**config.mk**
```make
export PLATFORM = sky130hd
export DESIGN_NAME = rename_core
export DESIGN_NICKNAME = d
export VERILOG_FILES = /design/src/design/rename_pkg.sv /design/src/design/reg_status_file.sv /design/src/design/reorder_buffer.sv /design/src/design/dispatch_unit.sv /design/src/design/exec_alu.sv /design/src/design/rename_core.sv
export VERILOG_INCLUDE_DIRS = /design/src /design/src/design
export SDC_FILE = /design/constraint.sdc
export NUM_CORES = 2
export LEC_CHECK = 0
export BUFFER_PORTS_ARGS = -buffer_cell sky130_fd_sc_hd__buf_2
export CAP_MARGIN = 10
export CORE_AREA = 2 2 384 576
export CTS_CLUSTER_SIZE = 25
export DETAILED_ROUTE_END_ITERATION = 8
export DIE_AREA = 0 0 386 578
export MAX_ROUTING_LAYER = met4
export PLACE_DENSITY = 0.65
export SETUP_SLACK_MARGIN = 0.05
export SLEW_MARGIN = 20
export SYNTH_ARGS = -nofsm -noshare
export SYNTH_HDL_FRONTEND = slang
export SYNTH_SLANG_ARGS = --single-unit
```
**constraint.sdc**
```tcl
create_clock -name clk -period 4.3 [get_ports clk]
set_input_delay 0.43 -clock clk [delete_from_list [all_inputs] [get_ports clk]]
set_output_delay 0.43 -clock clk [all_outputs]
set_load 0.05 [all_outputs]
```
**src/design/rename_config.svh**
```systemverilog
`ifndef RENAME_CONFIG_SVH
`define RENAME_CONFIG_SVH

// architectural register file
`define REG_COUNT     32
`define REG_IDX_BITS  5

// datapath width
`define DATA_BITS     32

// reorder buffer depth is a power of two so the pointers wrap on their own
`define ROB_DEPTH     8
`define ROB_TAG_BITS  3

`endif

```
**src/design/rename_pkg.sv**
```systemverilog
`include "rename_config.svh"

package rename_pkg;

    // register index
    typedef logic [`REG_IDX_BITS-1:0] reg_idx_t;

    // data word
    typedef logic [`DATA_BITS-1:0] data_t;

    // reorder buffer entry index doubling as the rename tag
    typedef logic [`ROB_TAG_BITS-1:0] rob_tag_t;

    // op_loadi passes the immediate and reads no sources
    typedef enum logic [1:0] {
        op_add   = 2'd0,
        op_sub   = 2'd1,
        op_xor   = 2'd2,
        op_loadi = 2'd3
    } alu_op_t;

endpackage : rename_pkg

```
**src/design/reg_status_file.sv**
```systemverilog
`timescale 1ns/10ps
`include "rename_config.svh"

module reg_status_file import rename_pkg::*; (
    input  logic     clk,
    input  logic     rst,
    input  logic     flush,
    // dispatch read ports
    input  reg_idx_t read1,
    input  reg_idx_t read2,
    output data_t    value1,
    output data_t    value2,
    output logic     busy1,
    output logic     busy2,
    output rob_tag_t tag1,
    output rob_tag_t tag2,
    // destination marked busy by dispatch
    input  logic     rename_valid,
    input  reg_idx_t rename_rd,
    input  rob_tag_t rename_tag,
    // in-order write from the reorder buffer
    input  logic     retire_valid,
    input  reg_idx_t retire_rd,
    input  rob_tag_t retire_tag,
    input  data_t    retire_value
);

    data_t    value_q [`REG_COUNT];
    logic     busy_q  [`REG_COUNT];
    rob_tag_t tag_q   [`REG_COUNT];

    generate
        for (genvar regi = 0; regi < `REG_COUNT; regi++) begin : g_reg
            if (regi == 0) begin : g_zero
                // register 0 is hardwired
                always_ff @(posedge clk) begin
                    value_q[regi] <= '0;
                    busy_q[regi]  <= 1'b0;
                    tag_q[regi]   <= '0;
                end
            end else begin : g_arch
                always_ff @(posedge clk) begin
                    if (rst) begin
                        value_q[regi] <= '0;
                        busy_q[regi]  <= 1'b0;
                        tag_q[regi]   <= '0;
                    end else begin
                        if (retire_valid && retire_rd == regi) begin
                            value_q[regi] <= retire_value;
                            // only the newest producer frees the register
                            if (retire_tag == tag_q[regi]) begin
                                busy_q[regi] <= 1'b0;
                                tag_q[regi]  <= '0;
                            end
                        end
                        if (flush) begin
                            busy_q[regi] <= 1'b0;
                            tag_q[regi]  <= '0;
                        end else if (rename_valid && rename_rd == regi) begin
                            // same-cycle rename overrides the retire clear
                            busy_q[regi] <= 1'b1;
                            tag_q[regi]  <= rename_tag;
                        end
                    end
                end
            end
        end
    endgenerate

    assign value1 = value_q[read1];
    assign value2 = value_q[read2];
    assign busy1  = busy_q[read1];
    assign busy2  = busy_q[read2];
    assign tag1   = tag_q[read1];
    assign tag2   = tag_q[read2];

endmodule : reg_status_file

```
**src/design/reorder_buffer.sv**
```systemverilog
`timescale 1ns/10ps
`include "rename_config.svh"

module reorder_buffer import rename_pkg::*; (
    input  logic     clk,
    input  logic     rst,
    input  logic     flush,
    // allocation from dispatch
    input  logic     alloc_valid,
    input  reg_idx_t alloc_rd,
    output rob_tag_t alloc_tag,
    output logic     full,
    output logic     empty,
    // operand forwarding for busy sources
    input  rob_tag_t query_tag1,
    input  rob_tag_t query_tag2,
    output logic     query_ready1,
    output logic     query_ready2,
    output data_t    query_value1,
    output data_t    query_value2,
    // result from the ALU
    input  logic     wb_valid,
    input  rob_tag_t wb_tag,
    input  data_t    wb_value,
    // in-order retirement into the register status file
    output logic     retire_valid,
    output reg_idx_t retire_rd,
    output rob_tag_t retire_tag,
    output data_t    retire_value,
    // registered commit report
    output logic     commit_valid,
    output reg_idx_t commit_rd,
    output data_t    commit_value
);

    reg_idx_t rd_q    [`ROB_DEPTH];
    data_t    value_q [`ROB_DEPTH];
    logic     ready_q [`ROB_DEPTH];

    rob_tag_t                head_q;
    rob_tag_t                tail_q;
    logic [`ROB_TAG_BITS:0]  count_q;

    logic alloc_fire;
    logic wb_fire;

    assign full  = (count_q == `ROB_DEPTH);
    assign empty = (count_q == '0);

    assign alloc_tag  = tail_q;
    assign alloc_fire = alloc_valid && !flush;
    // late result during a flush belongs to discarded work
    assign wb_fire    = wb_valid && !flush;

    assign query_ready1 = ready_q[query_tag1];
    assign query_ready2 = ready_q[query_tag2];
    assign query_value1 = value_q[query_tag1];
    assign query_value2 = value_q[query_tag2];

    // head leaves as soon as its result is in
    assign retire_valid = !empty && ready_q[head_q];
    assign retire_rd    = rd_q[head_q];
    assign retire_tag   = head_q;
    assign retire_value = value_q[head_q];

    always_ff @(posedge clk) begin
        if (rst) begin
            head_q       <= '0;
            tail_q       <= '0;
            count_q      <= '0;
            commit_valid <= 1'b0;
            for (int i = 0; i < `ROB_DEPTH; i++) begin
                ready_q[i] <= 1'b0;
            end
        end else begin
            // an entry retiring on the flush edge is still reported
            commit_valid <= retire_valid;
            if (flush) begin
                head_q  <= '0;
                tail_q  <= '0;
                count_q <= '0;
            end else begin
                if (alloc_fire) begin
                    tail_q <= tail_q + 1'b1;
                end
                if (retire_valid) begin
                    head_q <= head_q + 1'b1;
                end
                case ({alloc_fire, retire_valid})
                    2'b10:   count_q <= count_q + 1'b1;
                    2'b01:   count_q <= count_q - 1'b1;
                    default: count_q <= count_q;
                endcase
            end
            if (alloc_fire) begin
                ready_q[tail_q] <= 1'b0;
            end
            if (wb_fire) begin
                ready_q[wb_tag] <= 1'b1;
            end
        end
    end

    // entry payload
    always_ff @(posedge clk) begin
        if (alloc_fire) begin
            rd_q[tail_q] <= alloc_rd;
        end
        if (wb_fire) begin
            value_q[wb_tag] <= wb_value;
        end
    end

    always_ff @(posedge clk) begin
        commit_rd    <= retire_rd;
        commit_value <= retire_value;
    end

endmodule : reorder_buffer

```
**src/design/dispatch_unit.sv**
```systemverilog
`timescale 1ns/10ps
`include "rename_config.svh"

module dispatch_unit import rename_pkg::*; (
    // instruction stream in program order
    input  logic     in_valid,
    output logic     in_ready,
    input  alu_op_t  in_op,
    input  reg_idx_t in_rd,
    input  reg_idx_t in_rs1,
    input  reg_idx_t in_rs2,
    input  data_t    in_imm,
    input  logic     flush,
    input  logic     rob_full,
    // register status file lookup
    output reg_idx_t read1,
    output reg_idx_t read2,
    input  data_t    value1,
    input  data_t    value2,
    input  logic     busy1,
    input  logic     busy2,
    input  rob_tag_t tag1,
    input  rob_tag_t tag2,
    // reorder buffer forwarding
    output rob_tag_t query_tag1,
    output rob_tag_t query_tag2,
    input  logic     query_ready1,
    input  logic     query_ready2,
    input  data_t    query_value1,
    input  data_t    query_value2,
    // allocation and rename
    output logic     alloc_valid,
    output reg_idx_t alloc_rd,
    input  rob_tag_t alloc_tag,
    output logic     rename_valid,
    output reg_idx_t rename_rd,
    output rob_tag_t rename_tag,
    // issue into the ALU
    output logic     issue_valid,
    output alu_op_t  issue_op,
    output data_t    issue_a,
    output data_t    issue_b,
    output rob_tag_t issue_tag
);

    logic is_loadi;
    logic src1_ok;
    logic src2_ok;
    logic accept;

    assign read1      = in_rs1;
    assign read2      = in_rs2;
    assign query_tag1 = tag1;
    assign query_tag2 = tag2;

    assign is_loadi = (in_op == op_loadi);

    // a busy source waits until its producer has a result
    assign src1_ok = is_loadi || !busy1 || query_ready1;
    assign src2_ok = is_loadi || !busy2 || query_ready2;

    assign in_ready = !flush && !rob_full && src1_ok && src2_ok;
    assign accept   = in_valid && in_ready;

    assign alloc_valid = accept;
    assign alloc_rd    = in_rd;

    // register 0 never goes busy
    assign rename_valid = accept && (in_rd != '0);
    assign rename_rd    = in_rd;
    assign rename_tag   = alloc_tag;

    assign issue_valid = accept;
    assign issue_op    = in_op;
    assign issue_tag   = alloc_tag;
    assign issue_a     = busy1 ? query_value1 : value1;
    assign issue_b     = is_loadi ? in_imm : (busy2 ? query_value2 : value2);

endmodule : dispatch_unit

```
**src/design/exec_alu.sv**
```systemverilog
`timescale 1ns/10ps
`include "rename_config.svh"

module exec_alu import rename_pkg::*; (
    input  logic     clk,
    input  logic     rst,
    input  logic     flush,
    input  logic     issue_valid,
    input  alu_op_t  issue_op,
    input  data_t    issue_a,
    input  data_t    issue_b,
    input  rob_tag_t issue_tag,
    output logic     wb_valid,
    output rob_tag_t wb_tag,
    output data_t    wb_value
);

    logic     s1_valid;
    alu_op_t  s1_op;
    data_t    s1_a;
    data_t    s1_b;
    rob_tag_t s1_tag;
    data_t    result;

    always_comb begin
        case (s1_op)
            op_add:  result = s1_a + s1_b;
            op_sub:  result = s1_a - s1_b;
            op_xor:  result = s1_a ^ s1_b;
            // immediate arrives on operand b
            default: result = s1_b;
        endcase
    end

    always_ff @(posedge clk) begin
        if (rst || flush) begin
            s1_valid <= 1'b0;
            wb_valid <= 1'b0;
        end else begin
            s1_valid <= issue_valid;
            wb_valid <= s1_valid;
        end
    end

    // stage payload
    always_ff @(posedge clk) begin
        s1_op    <= issue_op;
        s1_a     <= issue_a;
        s1_b     <= issue_b;
        s1_tag   <= issue_tag;
        wb_tag   <= s1_tag;
        wb_value <= result;
    end

endmodule : exec_alu

```
**src/design/rename_core.sv**
```systemverilog
`timescale 1ns/10ps
`include "rename_config.svh"

module rename_core import rename_pkg::*; (
    input  logic     clk,
    input  logic     rst,
    input  logic     flush,
    input  logic     in_valid,
    output logic     in_ready,
    input  alu_op_t  in_op,
    input  reg_idx_t in_rd,
    input  reg_idx_t in_rs1,
    input  reg_idx_t in_rs2,
    input  data_t    in_imm,
    output logic     commit_valid,
    output reg_idx_t commit_rd,
    output data_t    commit_value,
    output logic     idle
);

    // register status file lookup
    reg_idx_t read1, read2;
    data_t    value1, value2;
    logic     busy1, busy2;
    rob_tag_t tag1, tag2;

    // forwarding queries
    rob_tag_t query_tag1, query_tag2;
    logic     query_ready1, query_ready2;
    data_t    query_value1, query_value2;

    // allocation and rename
    logic     alloc_valid, rob_full;
    reg_idx_t alloc_rd;
    rob_tag_t alloc_tag;
    logic     rename_valid;
    reg_idx_t rename_rd;
    rob_tag_t rename_tag;

    // issue and write-back
    logic     issue_valid;
    alu_op_t  issue_op;
    data_t    issue_a, issue_b;
    rob_tag_t issue_tag;
    logic     wb_valid;
    rob_tag_t wb_tag;
    data_t    wb_value;

    // retirement
    logic     retire_valid;
    reg_idx_t retire_rd;
    rob_tag_t retire_tag;
    data_t    retire_value;

    dispatch_unit u_dispatch (
        .in_valid, .in_ready, .in_op, .in_rd, .in_rs1, .in_rs2, .in_imm,
        .flush, .rob_full,
        .read1, .read2, .value1, .value2, .busy1, .busy2, .tag1, .tag2,
        .query_tag1, .query_tag2, .query_ready1, .query_ready2,
        .query_value1, .query_value2,
        .alloc_valid, .alloc_rd, .alloc_tag,
        .rename_valid, .rename_rd, .rename_tag,
        .issue_valid, .issue_op, .issue_a, .issue_b, .issue_tag
    );

    reg_status_file u_rsf (
        .clk, .rst, .flush,
        .read1, .read2, .value1, .value2, .busy1, .busy2, .tag1, .tag2,
        .rename_valid, .rename_rd, .rename_tag,
        .retire_valid, .retire_rd, .retire_tag, .retire_value
    );

    // an empty reorder buffer implies an empty ALU
    reorder_buffer u_rob (
        .clk, .rst, .flush,
        .alloc_valid, .alloc_rd, .alloc_tag, .full(rob_full), .empty(idle),
        .query_tag1, .query_tag2, .query_ready1, .query_ready2,
        .query_value1, .query_value2,
        .wb_valid, .wb_tag, .wb_value,
        .retire_valid, .retire_rd, .retire_tag, .retire_value,
        .commit_valid, .commit_rd, .commit_value
    );

    exec_alu u_alu (
        .clk, .rst, .flush,
        .issue_valid, .issue_op, .issue_a, .issue_b, .issue_tag,
        .wb_valid, .wb_tag, .wb_value
    );

endmodule : rename_core

```
Word level (Yosys, flattened, before mapping)

Memories as Yosys holds them, arrays and structs flattened. A register that Yosys moved wholly into a read port is not among the register bits.
Index checks and enable logic that the tools add are counted.
W data, S select, Z words.

$add $sub $neg: 6
Equal/unequal tests: 99
Muxes and demuxes: 588
Bitwise gates (word level): 218
Reductions and logical operators: 87

Operator list:

| operator              | number |
|---|---|
| $mux W32              | 34 |
| $mux W1               | 451 |
| $mux W3               | 101 |
| $or A1 B1 Y1          | 217 |
| $eq A5 B5 Y1 const B  | 32 |
| $pmux W32 S3          | 1 |
| $eq A3 B3 Y1          | 31 |
| $eq A5 B4 Y1 const B  | 16 |
| $logic_and A1 B1 Y1   | 70 |
| $eq A5 B3 Y1 const B  | 8 |
| $add A32 B32 Y32      | 1 |
| $sub A32 B32 Y32      | 1 |
| $xor A32 B32 Y32      | 1 |
| $eq A5 B2 Y1 const B  | 4 |
| $eq A5 B1 Y1 const B  | 2 |
| $pmux W4 S2           | 1 |
| $add A3 B1 Y3 const B | 2 |
| $eq A2 B2 Y1 const B  | 3 |
| $logic_not A1 Y1      | 5 |
| $logic_or A1 B1 Y1    | 5 |
| $reduce_bool A5 Y1    | 1 |
| $add A4 B1 Y4 const B | 1 |
| $eq A2 B1 Y1 const B  | 2 |
| $eq A4 B4 Y1 const B  | 1 |
| other kinds (6)       | 7 |

Register bits: 154
Bits in writable memories: 1456
Bits of input ports: 53
Output and inout port bits: 40
Word-level logic and storage cells: 1018
Memories kept: 6

Memory list:

| name          | depth | bits a word | read ports | clocked after memory_dff | wr ports | RTL line              | RTL |
|---|---|---|---|---|---|---|---|
| u_rsf.value_q | 32    | 32          | 2          | 0                        | 32       | reg_status_file.sv:28 | `` data_t value_q [`REG_COUNT]; `` |
| u_rob.value_q | 8     | 32          | 3          | 1                        | 1        | reorder_buffer.sv:37  | `` data_t value_q [`ROB_DEPTH]; `` |
| u_rsf.tag_q   | 32    | 3           | 33         | 0                        | 32       | reg_status_file.sv:30 | `` rob_tag_t tag_q [`REG_COUNT]; `` |
| u_rob.rd_q    | 8     | 5           | 1          | 1                        | 1        | reorder_buffer.sv:36  | `` reg_idx_t rd_q [`ROB_DEPTH]; `` |
| u_rsf.busy_q  | 32    | 1           | 2          | 0                        | 32       | reg_status_file.sv:29 | `` logic busy_q [`REG_COUNT]; `` |
| u_rob.ready_q | 8     | 1           | 3          | 1                        | 8        | reorder_buffer.sv:38  | `` logic ready_q [`ROB_DEPTH]; `` |

Longest topological paths before layout

An unclocked memory read counts as a cell.

Depth in word-level cells: 14
Gate-level depth with buffers: 21
Gate-level depth less buffers: 20

Hierarchy

A second synthesis with hierarchy kept.

Cell total of the unflattened synthesis: 5933
Area total of the unflattened synthesis: 84956.5 um^2

By module, submodules not included:

| module          | times used | cells each | area each (um^2) | seq. area each (um^2) |
|---|---|---|---|---|
| reg_status_file | 1          | 4325       | 61402.6          | 33512.1 |
| reorder_buffer  | 1          | 839        | 16891.2          | 10069.7 |
| exec_alu        | 1          | 583        | 5288.8           | 2122.0 |
| dispatch_unit   | 1          | 186        | 1373.8           | 0.0 |

Least setup slack after synthesis

No wires, ideal clock.

Path type: input port to flip-flop
From: input port flush
To: memory u_rob.value_q[2][0] in the netlist's numbering (enable)
Library setup time: 0.508 ns
Data arrival time: 3.907 ns
Data required time: 3.792 ns
Slack: -0.115 ns
Stages: 2
Path buffers: 1
Cell sequence: clkbuf_1 > nor4_1

Longest elaborated chain between the ends: 4

Ends and longest elaborated chain:

| what                          | RTL line              | RTL |
|---|---|---|
| start: declaration            | rename_core.sv:7      | `input logic flush,` |
| $logic_not A1 Y1              | reorder_buffer.sv:53  | `assign wb_fire = wb_valid && !flush;` |
| $logic_and A1 B1 Y1           | reorder_buffer.sv:53  |  |
| $mux W1                       | reorder_buffer.sv:109 | `if (wb_fire) begin` |
| $mux W1 (implied by the code) | reorder_buffer.sv:110 | `value_q[wb_tag] <= wb_value;` |
| end: declaration              | reorder_buffer.sv:37  |  |

Every way passes these cells.

==> flow_metrics.env <==
export IMPL_outcome="completed"
export IMPL_min_from="in_imm[2]"
export IMPL_cellLeakagePower_nw=33.4
export IMPL_gp_congestion=0.925
export IMPL_regToRegSetupSlack_ps=180
export IMPL_ys_async_sr_fraction_pct=0
export IMPL_wl_per_cell_um=31.1
export IMPL_synth_warning_count=0
export IMPL_ys_flop_type="edfxtp_1"
export IMPL_grt_max_degree=114
export IMPL_worst_slew_pin_slew_ps=1210
export IMPL_cts_buffers=164
export IMPL_io_buffers=92
export IMPL_reg2reg_depth=16
export IMPL_grt_ovfl_total=0
export IMPL_synth_edf_count=1412
export IMPL_cts_tree="yes"
export IMPL_endpoint_kind="primary output"
export IMPL_min_to="u_alu.s1_b[2]"
export IMPL_crit_fanout=20
export IMPL_fin_util_pct=43.2
export IMPL_drc=0
export IMPL_cp_startpoint="u_rsf.tag_q[23][0]"
export IMPL_setup_ws_ps=109
export IMPL_rows=210
export IMPL_hold_path_class="input port to flip-flop"
export IMPL_die_x_um=386
export IMPL_drv_slew=0
export IMPL_max_freq_ghz=0.239
export IMPL_syn_inst=5911
export IMPL_drt_initial_drc_count=6931
export IMPL_fin_hold_ws_ps=7.09
export IMPL_ys_ff_latch=1577
export IMPL_grt_pass1_vias=57500
export IMPL_final_setup_tns_ps=0
export IMPL_coreArea_mm2=0.218
export IMPL_finish_instance_area_mm2=0.0941
export IMPL_fillers=19300
export IMPL_worst_ir_drop_vdd_uv=306
export IMPL_start_kind="flip-flop"
export IMPL_clock_skew_ps=35.3
export IMPL_antenna_found_initial=4
export IMPL_clkLatencyLatePin_ps=840
export IMPL_ant_nets=0
export IMPL_setup_viol=0
export IMPL_die_area_mm2=0.223
export IMPL_ctsRootBufferMaster="clkbuf_16"
export IMPL_fin_crit_sh_pct=97.5
export IMPL_p_per_area_mw_per_mm2=412
export IMPL_synth_top_area_share_pct=51.5
export IMPL_dpl_cell_area_mm2=0.0884
export IMPL_worstHoldPathCells=3
export IMPL_final_nets=6128
export IMPL_vias_per_cell=6.22
export IMPL_cp_arrival_ps=3760
export IMPL_syn_nets=6003
export IMPL_firstDrtPassIters=5
export IMPL_grt_pass1_wl_mm=400
export IMPL_r2r_start="u_rsf.tag_q[23][0]"
export IMPL_synth_top_area_cell="edfxtp_1"
export IMPL_critical_path_class="flip-flop to primary output"
export IMPL_cp_required_ps=3870
export IMPL_io_pins=93
export IMPL_start_util_pct=37.8
export IMPL_synth_area_leaders="edfxtp_1 51%, mux4_2 19%, nor2_1 5.8%, dfxtp_1 4.0%, mux2i_1 3.1%"
export IMPL_vias=56200
export IMPL_track_usage_pct=25.7
export IMPL_synth_seq_area_share_pct=55.5
export IMPL_clk_pin_slew_ps=60
export IMPL_netlist_area_mm2=0.0823
export IMPL_r2r_end="u_rob.count_q[3]"
export IMPL_hpwl_mm=176
export IMPL_pre_cts_ws_ps=-73.8
export IMPL_fin_crit_ps=4190
export IMPL_ys_types=73
export IMPL_rsz0062_at_grt="true"
export IMPL_die_h_um=578
export IMPL_cap_viol_max_count=0
export IMPL_drt_wl_total_mm=281
export IMPL_slew_limit_headroom_pct=19.2
export IMPL_ctsHtreeMaxLevel=4
export IMPL_drive_above_1_share_pct=29.2
export IMPL_cts_sinks=1577
export IMPL_avgSynthCellArea_um2=13.9
export IMPL_areaGrowthSynthToFinish_pct=14.3
export IMPL_hold_violations=0
export IMPL_cts_buffer_depth=4
==> layout make-up <==
| class | instances | area [um^2] | share of cell area (%) |
|---|---|---|---|
| clock buffers | 209 | 4470 | 4.75 |
| multi-input cells | 3688 | 34800 | 37.0 |
| diodes | 3 | 7.51 | 0.00797 |
| inverters | 63 | 236 | 0.251 |
| well taps | 2862 | 3580 | 3.80 |
| clock inverters | 83 | 776 | 0.824 |
| repair buffers | 542 | 4550 | 4.84 |
| flip-flops and latches | 1577 | 45700 | 48.6 |
==> critical path, cell delays in order, from the launching register on <==
cell      delay (ps)
edfxtp_1         490
mux4_2           560
a22o_1           240
a22o_4           240
a211o_4          290
o211ai_1         110
a211oi_2         120
nor4_4           420
buf_8            270
buf_12           170
==> layer usage <==
layer  vias up  part of all wire, %  global-route usage, %
met2      3453                   50                   42.7
met5         -                    0                      -
li1      22900                    -                      -
met3       978                  9.3                   4.70
met1     28800                   34                   28.9
met4         0                  6.8                   15.0
==> timing repair <==
item / 4_1_cts / 5_1_grt
setup buffers: 0 / 5
endpoints found under the hold margin: 33 / 0
pin swaps: 0 / 5
hold buffers: 33 / 0
setup endpoints to repair: 2 / 13
resized for setup: 3 / 24
==> logic make-up after synthesis <==
group                    share of synthesized area (%)
flip-flops                                        55.5
XOR/XNOR                                          1.90
AO/OA/AOI/OAI                                     5.03
multiplexers                                      24.8
AND/OR/NAND/NOR                                   9.03
adder cells (fa/ha/maj)                          0.611
buffers and inverters                             3.10
==> metrics by stage <==
stage / total power, mW / instances
global placement: 24.5 / 8694
detailed placement: 24.6 / 8694
finish: 38.8 / 9027
floorplan: 22.1 / 5911
CTS: 38.8 / 9019
global route: 39.9 / 9026
==> cell usage in the layout (no fill, tap or decap), drive strengths merged, types with 50 or more instances in the layout <==
master,n
xnor2,129
a211oi,139
nand2,88
o21ai,78
xor2,50
mux4,708
clkinv,59
clkbuf,209
nand2b,55
a22o,69
mux2i,252
edfxtp,1412
buf,509
mux2,176
inv,70
a21oi,139
nor3,65
dfxtp,165
nor2,1267
==> flip-flops by register name (all words and copies together) (netlist names), 2 cells and up, named ones only <==
name,cells
u_rsf.value_q,992
u_rob.value_q,256
u_rsf.tag_q,93
u_rob.rd_q,40
u_alu.s1_a,32
u_alu.s1_b,32
u_alu.wb_value,32
u_rob.commit_value,32
u_rsf.busy_q,31
u_rob.ready_q,8
u_rob.commit_rd,5
u_rob.count_q,4
u_alu.s1_tag,3
u_alu.wb_tag,3
u_rob.alloc_tag,3
u_rob.retire_tag,3
u_alu.s1_op,2
==> report_power, final <==
group / internal, mW / switching (mW) / total (mW)
logic: 2.66 / 3.38 / 6.03
registers: 17.7 / 0.711 / 18.4
clock network: 8.14 / 6.23 / 14.4
==> how the worst max path moves through the flow <==
stage	end	slack, ps	depth (start not counted)
floorplan	u_rob.count_q[3]	50	19
global placement	u_rob.count_q[3]	-160	18
detailed placement	u_rob.count_q[3]	-70	19
CTS	in_ready	40	9
global route	u_alu.wb_value[31]	-40	23
finish	in_ready	110	9
==> synth_stat cells, types with 13 or more instances <==
cell	n
o22ai_1	37
xnor2_1	129
o21ai_0	77
a21o_1	19
nand2_1	88
mux4_2	708
o21a_1	13
inv_1	63
or3_1	30
nor2b_1	24
ha_1	37
and2_1	36
o31ai_1	14
mux2i_1	252
or2_2	39
buf_1	79
dfxtp_1	165
mux2_2	176
a41o_1	13
buf_2	48
a31o_2	13
clkbuf_1	444
edfxtp_1	1412
nor3_1	65
and3_1	28
nor2_1	1267
xor2_1	50
a21oi_1	139
a22o_1	69
nand3_1	29
nand2b_1	55
a211oi_1	138
Note: power is estimated with default switching activity, not from simulation.
